$ cat config.mk
export PLATFORM = sky130hd
export DESIGN_NAME = alu_host
export DESIGN_NICKNAME = d
export VERILOG_FILES = /design/src/alu_pkg.sv /design/src/alu_host.sv /design/src/alu_exec.sv /design/src/alu_cmd_queue.sv /design/src/alu_issue.sv
export VERILOG_INCLUDE_DIRS = /design/src /design/src/src
export SDC_FILE = /design/constraint.sdc
export NUM_CORES = 1
export LEC_CHECK = 0
export ABC_AREA = 1
export BUFFER_PORTS_ARGS = -buffer_cell sky130_fd_sc_hd__buf_2
export CAP_MARGIN = 5
export CELL_PAD_IN_SITES_DETAIL_PLACEMENT = 0
export CELL_PAD_IN_SITES_GLOBAL_PLACEMENT = 1
export CORE_ASPECT_RATIO = 0.6
export CORE_UTILIZATION = 40
export DETAILED_ROUTE_END_ITERATION = 8
export PLACE_DENSITY = 0.64
export SKIP_CTS_REPAIR_TIMING = 1
export SLEW_MARGIN = 20
export SYNTH_ARGS = -nofsm -noshare
export SYNTH_HDL_FRONTEND = slang
export SYNTH_SLANG_ARGS = --single-unit
$ cat constraint.sdc
create_clock -name clk -period 5.19 [get_ports clk]
set_clock_uncertainty 0.1 [all_clocks]
set_input_delay 1.038 -clock clk [delete_from_list [all_inputs] [get_ports clk]]
set_output_delay 1.038 -clock clk [all_outputs]
set_load 0.01 [all_outputs]
$ cat src/alu_config.svh
//////////////////////////////////////////////////
// ALU host configuration
// Data width, command queue depth and LFSR seed
//////////////////////////////////////////////////
`ifndef ALU_CONFIG_SVH
`define ALU_CONFIG_SVH

// Operand and result width
`define ALU_DATA_W 16

// Command queue entries, power of two
`define ALU_QUEUE_DEPTH 4

// Reset value of the instruction LFSR
`define ALU_LFSR_SEED 32'h80004000

`endif
$ cat src/alu_pkg.sv
//////////////////////////////////////////////////
// ALU host types
// Operand, opcode, tag, PC and FSM state types
//////////////////////////////////////////////////
`include "alu_config.svh"

package alu_pkg;

    // Operand or result word
    typedef logic [`ALU_DATA_W-1:0] operand_t;

    // Bits 2:0 pick the operation, bit 3 only moves the PC further
    typedef logic [3:0] opcode_t;

    // Low LFSR bits mixed with the opcode
    typedef logic [13:0] tag_t;

    // Program counter trace
    typedef logic [12:0] pc_t;

    typedef enum logic [1:0] {
        EXEC_IDLE = 2'd0,
        EXEC_RUN  = 2'd1,
        EXEC_DONE = 2'd2
    } exec_state_e;

endpackage

$ cat src/alu_host.sv
//////////////////////////////////////////////////
// ALU host top level
// Issue stage, command queue and execution unit
//////////////////////////////////////////////////
`timescale 1ns/1ps

module alu_host (
    input  logic               clk,
    input  logic               pon_rst_n_i,
    input  logic               alu_enable_i,
    input  alu_pkg::operand_t  operand_a_i,
    input  alu_pkg::operand_t  operand_b_i,
    input  alu_pkg::opcode_t   alu_op_i,
    output logic               ready_o,
    output alu_pkg::operand_t  result_o,
    output logic               zero_o,
    output logic               carry_o,
    output alu_pkg::tag_t      tag_o,
    output logic               done_o,
    output alu_pkg::pc_t       pc_o
);

    // Issue to queue
    logic              push;
    alu_pkg::operand_t push_a;
    alu_pkg::operand_t push_b;
    alu_pkg::opcode_t  push_op;
    alu_pkg::tag_t     push_tag;

    // Queue to execution unit
    logic              pop;
    alu_pkg::operand_t head_a;
    alu_pkg::operand_t head_b;
    alu_pkg::opcode_t  head_op;
    alu_pkg::tag_t     head_tag;
    logic              queue_full;
    logic              queue_empty;

    assign ready_o = ~queue_full;

    alu_issue u_issue (
        .clk          (clk),
        .pon_rst_n_i  (pon_rst_n_i),
        .alu_enable_i (alu_enable_i),
        .operand_a_i  (operand_a_i),
        .operand_b_i  (operand_b_i),
        .alu_op_i     (alu_op_i),
        .queue_full_i (queue_full),
        .push_o       (push),
        .push_a_o     (push_a),
        .push_b_o     (push_b),
        .push_op_o    (push_op),
        .push_tag_o   (push_tag),
        .pc_o         (pc_o)
    );

    alu_cmd_queue u_queue (
        .clk         (clk),
        .pon_rst_n_i (pon_rst_n_i),
        .push_i      (push),
        .push_a_i    (push_a),
        .push_b_i    (push_b),
        .push_op_i   (push_op),
        .push_tag_i  (push_tag),
        .pop_i       (pop),
        .head_a_o    (head_a),
        .head_b_o    (head_b),
        .head_op_o   (head_op),
        .head_tag_o  (head_tag),
        .full_o      (queue_full),
        .empty_o     (queue_empty)
    );

    alu_exec u_exec (
        .clk         (clk),
        .pon_rst_n_i (pon_rst_n_i),
        .head_a_i    (head_a),
        .head_b_i    (head_b),
        .head_op_i   (head_op),
        .head_tag_i  (head_tag),
        .empty_i     (queue_empty),
        .pop_o       (pop),
        .result_o    (result_o),
        .zero_o      (zero_o),
        .carry_o     (carry_o),
        .tag_o       (tag_o),
        .done_o      (done_o)
    );

endmodule

$ cat src/alu_exec.sv
//////////////////////////////////////////////////
// ALU execution unit
// IDLE/RUN/DONE FSM with result, zero and carry
//////////////////////////////////////////////////
`timescale 1ns/1ps
`include "alu_config.svh"

module alu_exec (
    input  logic               clk,
    input  logic               pon_rst_n_i,
    input  alu_pkg::operand_t  head_a_i,
    input  alu_pkg::operand_t  head_b_i,
    input  alu_pkg::opcode_t   head_op_i,
    input  alu_pkg::tag_t      head_tag_i,
    input  logic               empty_i,
    output logic               pop_o,
    output alu_pkg::operand_t  result_o,
    output logic               zero_o,
    output logic               carry_o,
    output alu_pkg::tag_t      tag_o,
    output logic               done_o
);

    localparam int SHAMT_W = $clog2(`ALU_DATA_W);

    alu_pkg::exec_state_e state_q;

    // Latched command
    alu_pkg::operand_t a_q;
    alu_pkg::operand_t b_q;
    alu_pkg::opcode_t  op_q;
    alu_pkg::tag_t     tag_q;

    alu_pkg::operand_t acc_q;      // Accumulator
    logic              carry_q;    // Running carry, kept across logic ops
    alu_pkg::operand_t alu_res;
    logic              alu_carry;

    // Take the head entry straight off the queue
    assign pop_o = (state_q == alu_pkg::EXEC_IDLE) && !empty_i;

    always_comb begin
        alu_carry = carry_q;   // Logic and shift ops keep it
        case (op_q[2:0])
            3'd0:    {alu_carry, alu_res} = {1'b0, a_q} + {1'b0, b_q};  // ADD, carry-out
            3'd1:    {alu_carry, alu_res} = {1'b0, a_q} - {1'b0, b_q};  // SUB, borrow
            3'd2:    alu_res = a_q & b_q;
            3'd3:    alu_res = a_q | b_q;
            3'd4:    alu_res = a_q ^ b_q;
            3'd5:    alu_res = a_q << b_q[SHAMT_W-1:0];
            3'd6:    alu_res = a_q >> b_q[SHAMT_W-1:0];
            default: alu_res = ~a_q;   // NOT a
        endcase
    end

    always_ff @(posedge clk or negedge pon_rst_n_i) begin
        if (!pon_rst_n_i) begin
            state_q  <= alu_pkg::EXEC_IDLE;
            carry_q  <= 1'b0;
            result_o <= '0;
            zero_o   <= 1'b0;
            carry_o  <= 1'b0;
            tag_o    <= '0;
            done_o   <= 1'b0;
        end else begin
            done_o <= 1'b0;
            case (state_q)
                alu_pkg::EXEC_IDLE: begin
                    if (pop_o) begin
                        state_q <= alu_pkg::EXEC_RUN;
                    end
                end
                alu_pkg::EXEC_RUN: begin
                    carry_q <= alu_carry;
                    state_q <= alu_pkg::EXEC_DONE;
                end
                alu_pkg::EXEC_DONE: begin
                    result_o <= acc_q;
                    zero_o   <= (acc_q == '0);
                    carry_o  <= carry_q;
                    tag_o    <= tag_q;
                    done_o   <= 1'b1;   // Single-cycle pulse
                    state_q  <= alu_pkg::EXEC_IDLE;
                end
                default: state_q <= alu_pkg::EXEC_IDLE;
            endcase
        end
    end

    // Command and accumulator datapath
    always_ff @(posedge clk) begin
        if (pop_o) begin
            a_q   <= head_a_i;
            b_q   <= head_b_i;
            op_q  <= head_op_i;
            tag_q <= head_tag_i;
        end
        if (state_q == alu_pkg::EXEC_RUN) begin
            acc_q <= alu_res;
        end
    end

    // Each command goes through RUN and DONE before the next pop
    a_done_single_pulse : assert property (
        @(posedge clk) disable iff (!pon_rst_n_i)
        done_o |=> !done_o
    ) else $error("alu_exec: done_o high two cycles in a row");

endmodule

$ cat src/alu_cmd_queue.sv
//////////////////////////////////////////////////
// ALU command queue
// Circular FIFO with first-word fall-through
//////////////////////////////////////////////////
`timescale 1ns/1ps
`include "alu_config.svh"

module alu_cmd_queue (
    input  logic               clk,
    input  logic               pon_rst_n_i,
    input  logic               push_i,
    input  alu_pkg::operand_t  push_a_i,
    input  alu_pkg::operand_t  push_b_i,
    input  alu_pkg::opcode_t   push_op_i,
    input  alu_pkg::tag_t      push_tag_i,
    input  logic               pop_i,
    output alu_pkg::operand_t  head_a_o,
    output alu_pkg::operand_t  head_b_o,
    output alu_pkg::opcode_t   head_op_o,
    output alu_pkg::tag_t      head_tag_o,
    output logic               full_o,
    output logic               empty_o
);

    localparam int DEPTH = `ALU_QUEUE_DEPTH;
    localparam int PTR_W = $clog2(DEPTH);

    alu_pkg::operand_t mem_a   [DEPTH];
    alu_pkg::operand_t mem_b   [DEPTH];
    alu_pkg::opcode_t  mem_op  [DEPTH];
    alu_pkg::tag_t     mem_tag [DEPTH];

    logic [PTR_W-1:0] wr_ptr_q;
    logic [PTR_W-1:0] rd_ptr_q;
    logic [PTR_W:0]   count_q;   // One extra bit to hold DEPTH

    always_ff @(posedge clk or negedge pon_rst_n_i) begin
        if (!pon_rst_n_i) begin
            wr_ptr_q <= '0;
            rd_ptr_q <= '0;
            count_q  <= '0;
        end else begin
            if (push_i) begin
                wr_ptr_q <= wr_ptr_q + 1'b1;   // Wraps, depth is a power of two
            end
            if (pop_i) begin
                rd_ptr_q <= rd_ptr_q + 1'b1;
            end
            case ({push_i, pop_i})
                2'b10:   count_q <= count_q + 1'b1;
                2'b01:   count_q <= count_q - 1'b1;
                default: count_q <= count_q;
            endcase
        end
    end

    // Storage
    always_ff @(posedge clk) begin
        if (push_i) begin
            mem_a[wr_ptr_q]   <= push_a_i;
            mem_b[wr_ptr_q]   <= push_b_i;
            mem_op[wr_ptr_q]  <= push_op_i;
            mem_tag[wr_ptr_q] <= push_tag_i;
        end
    end

    assign head_a_o   = mem_a[rd_ptr_q];
    assign head_b_o   = mem_b[rd_ptr_q];
    assign head_op_o  = mem_op[rd_ptr_q];
    assign head_tag_o = mem_tag[rd_ptr_q];

    assign empty_o = (count_q == '0);

    // Full also counts the push in flight, so a strobe seen
    // as ready always finds room one cycle later
    assign full_o = (count_q == (PTR_W+1)'(DEPTH)) ||
                    ((count_q == (PTR_W+1)'(DEPTH - 1)) && push_i && !pop_i);

    a_no_overflow : assert property (
        @(posedge clk) disable iff (!pon_rst_n_i)
        push_i |-> (count_q != (PTR_W+1)'(DEPTH)) || pop_i
    ) else $error("alu_cmd_queue: push into full queue");

    a_no_underflow : assert property (
        @(posedge clk) disable iff (!pon_rst_n_i)
        pop_i |-> !empty_o
    ) else $error("alu_cmd_queue: pop from empty queue");

endmodule

$ cat src/alu_issue.sv
//////////////////////////////////////////////////
// ALU issue stage
// Registers host commands and stamps LFSR tags
//////////////////////////////////////////////////
`timescale 1ns/1ps
`include "alu_config.svh"

module alu_issue (
    input  logic               clk,
    input  logic               pon_rst_n_i,
    input  logic               alu_enable_i,
    input  alu_pkg::operand_t  operand_a_i,
    input  alu_pkg::operand_t  operand_b_i,
    input  alu_pkg::opcode_t   alu_op_i,
    input  logic               queue_full_i,
    output logic               push_o,
    output alu_pkg::operand_t  push_a_o,
    output alu_pkg::operand_t  push_b_o,
    output alu_pkg::opcode_t   push_op_o,
    output alu_pkg::tag_t      push_tag_o,
    output alu_pkg::pc_t       pc_o
);

    logic [31:0]  lfsr_q;   // Instruction stream
    logic         lfsr_fb;
    alu_pkg::pc_t pc_q;
    logic         accept;

    // Strobes against a full queue are dropped
    assign accept = alu_enable_i && !queue_full_i;

    // Taps 31, 19, 11, 5
    assign lfsr_fb = lfsr_q[31] ^ lfsr_q[19] ^ lfsr_q[11] ^ lfsr_q[5];

    always_ff @(posedge clk or negedge pon_rst_n_i) begin
        if (!pon_rst_n_i) begin
            lfsr_q <= `ALU_LFSR_SEED;
            pc_q   <= '0;
            push_o <= 1'b0;
        end else begin
            push_o <= accept;   // One cycle after the strobe
            if (accept) begin
                lfsr_q <= {lfsr_q[30:0], lfsr_fb};
                pc_q   <= pc_q + alu_pkg::pc_t'(alu_op_i);
            end
        end
    end

    // Push word, only meaningful while push_o is high
    always_ff @(posedge clk) begin
        if (accept) begin
            push_a_o   <= operand_a_i;
            push_b_o   <= operand_b_i;
            push_op_o  <= alu_op_i;
            push_tag_o <= lfsr_q[13:0] ^ alu_pkg::tag_t'(alu_op_i);  // Pre-shift value
        end
    end

    assign pc_o = pc_q;

    // Host must respect ready, which is the queue full level
    a_no_strobe_when_full : assert property (
        @(posedge clk) disable iff (!pon_rst_n_i)
        !(alu_enable_i && queue_full_i)
    ) else $error("alu_issue: strobe while queue full");

endmodule

==> summary.md <==
| Metric | Value |
|---|---|
| Post-Syn Nets | 2017 |
| FFs w/ async S/R, synth | ~22% |
| R2R depth | 9 |
| Clk pin slew, worst setup/hold paths | 0.06 ns |
| LEAKAGE | around 0.009 uW |
| Max Freq | 0.332 GHz |
| Final period util | 58.1% |
| Setup TNS | 0 ns |
| Mean Syn Cell Area | 9.82 um^2 |
| IO Pins | 86 |
| First-pass GRT wire length | between 80 and 90 mm |
| Max IR drop VDD | 0.286 mV |
| Core Area | around 46000 um^2 |
| Post-synthesis cell count | roughly 1900 |
| Root buf cell | clkbuf_16 |
| Total gr overflow | 0 |
| Pwr dens | 728 nW/um^2 |
| Power Total | 15300 uW |
| Critical path launch point | u_exec.a_q[5]$_DFFE_PP_ |
| Min cycle time layout | about 3.0 ns |
| TritonRoute pass-1 iters | 5 |
| Detail Route Antenna Nets | 0 |
| Routed len/inst | 20.2 um |
| Netlist cell types | 40 |
| Post-synth top area share | 49.6% |
| # nets final | 2084 |
| Sequential share of the synthesized area | 61.5% |
| Clock buffer count from CTS | 39 |
| CP endpoint kind | flop |
| Warnings from Yosys | 0 |
| Number of global-route vias before repair | roughly 12000 |
| Critical path destination | u_exec.acc_q[12]$_DFFE_PP_ |
| Die area | 47800 um^2 |
| # setup viols final | 0 |
| GRT Resource Usage Total | 22.6% |
| Crit Path Class | flop to flop |
| Mapped Area | 18800 um^2 |
| DRT Wirelength | 53.3 mm |
| CTS tree | yes |
| Skew-Pair Late Insertion Delay | 0.55 ns |
| Max clock buf depth | 3 |
| Yosys top cell by area | edfxtp_1 |
| Largest net degree at the start of global routing | 96 |
| Die X-Extent | between 200 and 300 um |
| FF-to-FF End | u_exec.acc_q[12]$_DFFE_PP_ |
| Top cells by area, synth | edfxtp_1 (50%), dfrtp_1 (12%), nand2_1 (9.9%) |
| CP max FO | 9 |
| Reg2reg setup slack | 2.17 ns |
| DP HPWL | 37.5 mm |
| WP data required | 5.36 ns |
| Pre-CTS setup slack | 2.28 ns |
| Max Cap Violations | 0 |
| CTS sink count | 399 |
| Residual DRC | 0 |
| Std cell rows | 61 |
| Vias/cell | 5.13 |
| Starting Density | roughly 41% |
| Hold Crit Class | flop to flop |
| RSZ-0062 raised after global routing | no |
| Yosys reg bits | between 300 and 400 |
| Hold wc startpoint | u_exec.tag_q[0]$_DFFE_PP_ |
| Startpoint types | flop |
| Slew @ Worst Pin | 0.968 ns |
| Final Hold Vio Count | 0 |
| Synth cell count leaders | nand2_1 (494), edfxtp_1 (310), nor2_1 (208) |
| Post-synth EDFFs | a little over 300 |
| Layout cells sized above 1 | 9.10% |
| Data arrival, critical path | between 3 and 4 ns |
| Antenna violations before repair | 2 |
| Area of the multi-input gates | 6240 um^2 |
| Outcome | complete, no violations |
| Placer Congestion | 0.967 |
| Slew headroom | 35.5% |
| Most numerous cell in the Yosys netlist | nand2_1 |
| DRT iter0 DRCs | 1239 |
| Die Y | approximately 170 um |
| Origin of the critical flop-to-flop path | u_exec.a_q[5]$_DFFE_PP_ |
| H-tree levels | 2 |
| Fillers | 4491 |
| Main synth FF type | edfxtp_1 |
| DR vias | 13600 |
| IO Port Bufs | 85 |
| PnR worst setup slack | 2.17 ns |
| Area growth from synthesis to layout | 12.0% |
| Slew Limit Fails | 0 |
| FF/Latch Area | roughly 12000 um^2 |
## layout by cell type, fill, tap and decap left out, types with 12 or more instances in the layout
cell type,n
clkbuf_16,40
nand2_1,494
inv_2,14
nand4_1,25
buf_4,19
dfrtp_1,86
inv_1,159
nor3_1,12
a21oi_1,38
ha_1,61
o21ai_0,156
nand3_1,144
edfxtp_1,310
o22ai_1,54
nor2_1,207
buf_2,84
clkbuf_1,17
xor2_1,21
## critical path, stage by stage, from the launching register on
cell and delay [ns]:
edfxtp_1 0.61, inv_1 0.19, ha_1 0.57, inv_1 0.20, a21oi_1 0.35, nor2_1 0.12, o21bai_1 0.20, nand4_1 0.11
nand3_1 0.13, nand4_1 0.15
## metrics by stage
stage / utilization, % / hold WS, ns / cells / area, um^2
after global routing: 45.4 / 0.363 / 2641 / 21000
after global placement: 42.7 / 0.335 / 2569 / 19800
final: 45.4 / 0.347 / 2643 / 21000
after detailed placement: 42.7 / 0.335 / 2569 / 19800
after floorplan: - / 0.326 / 1913 / 18800
after CTS: 45.4 / 0.349 / 2641 / 21000
## layer usage
metal | vias to the layer above | track usage (%) | wire, um
li1 | 6594 | - | -
met4 | 0 | 4.54 | 814
met2 | 457 | 28.3 | 19600
met3 | 57 | 5.07 | 4730
met1 | 6458 | 38.0 | 28100
met5 | - | 0 | 0
## cell families after synthesis
logic type / synth area share (%)
xor gates and xnor gates: 1.17
AOI/OAI and AO/OA: 7.55
buffers and inverters: 5.33
DFF: 61.5
and+or+nand+nor: 20.0
adders and majority gates: 4.49
## power by group
group	switching [uW]	internal (uW)	leakage, uW
sequential	714	4870	0.00404
combinational	5060	1930	0.00428
clock	1200	1550	0.000593
## sequential cells by signal, indices dropped and copies added (netlist names), 12 cells and up
register / count
u_queue.mem_b: 64
u_exec.result_o: 16
u_exec.a_q: 16
u_issue.lfsr_q: 32
u_exec.tag_q: 14
u_issue.push_b_o: 16
u_queue.mem_tag: 56
u_issue.push_tag_o: 14
u_queue.mem_op: 12
u_issue.push_a_o: 16
u_exec.tag_o: 14
u_issue.pc_o: 13
u_exec.b_q: 16
u_exec.acc_q: 16
u_queue.mem_a: 64
## how the worst min path moves through the flow
stage                              endpoint  slack, ns  depth (start not counted)
4_1_cts         u_exec.tag_o[0]$_DFFE_PN0P_       0.35                          2
6_report        u_exec.tag_o[0]$_DFFE_PN0P_       0.35                          2
3_3_place_gp   u_exec.tag_o[13]$_DFFE_PN0P_       0.33                          2
3_5_place_dp    u_exec.tag_o[0]$_DFFE_PN0P_       0.34                          2
5_1_grt        u_exec.tag_o[13]$_DFFE_PN0P_       0.36                          2
2_1_floorplan   u_exec.tag_o[0]$_DFFE_PN0P_       0.33                          2
## final cells by class
type	instances	share of cell area, %
timing repair buffer	104	2.77
clock buffer	62	5.36
multi-input combinational	1262	29.7
antenna	2	0.0238
inverter	174	3.11
clock inverter	10	0.464
sequential	399	54.9
tap	630	3.75
Note: power is estimated with default switching activity, not from simulation.
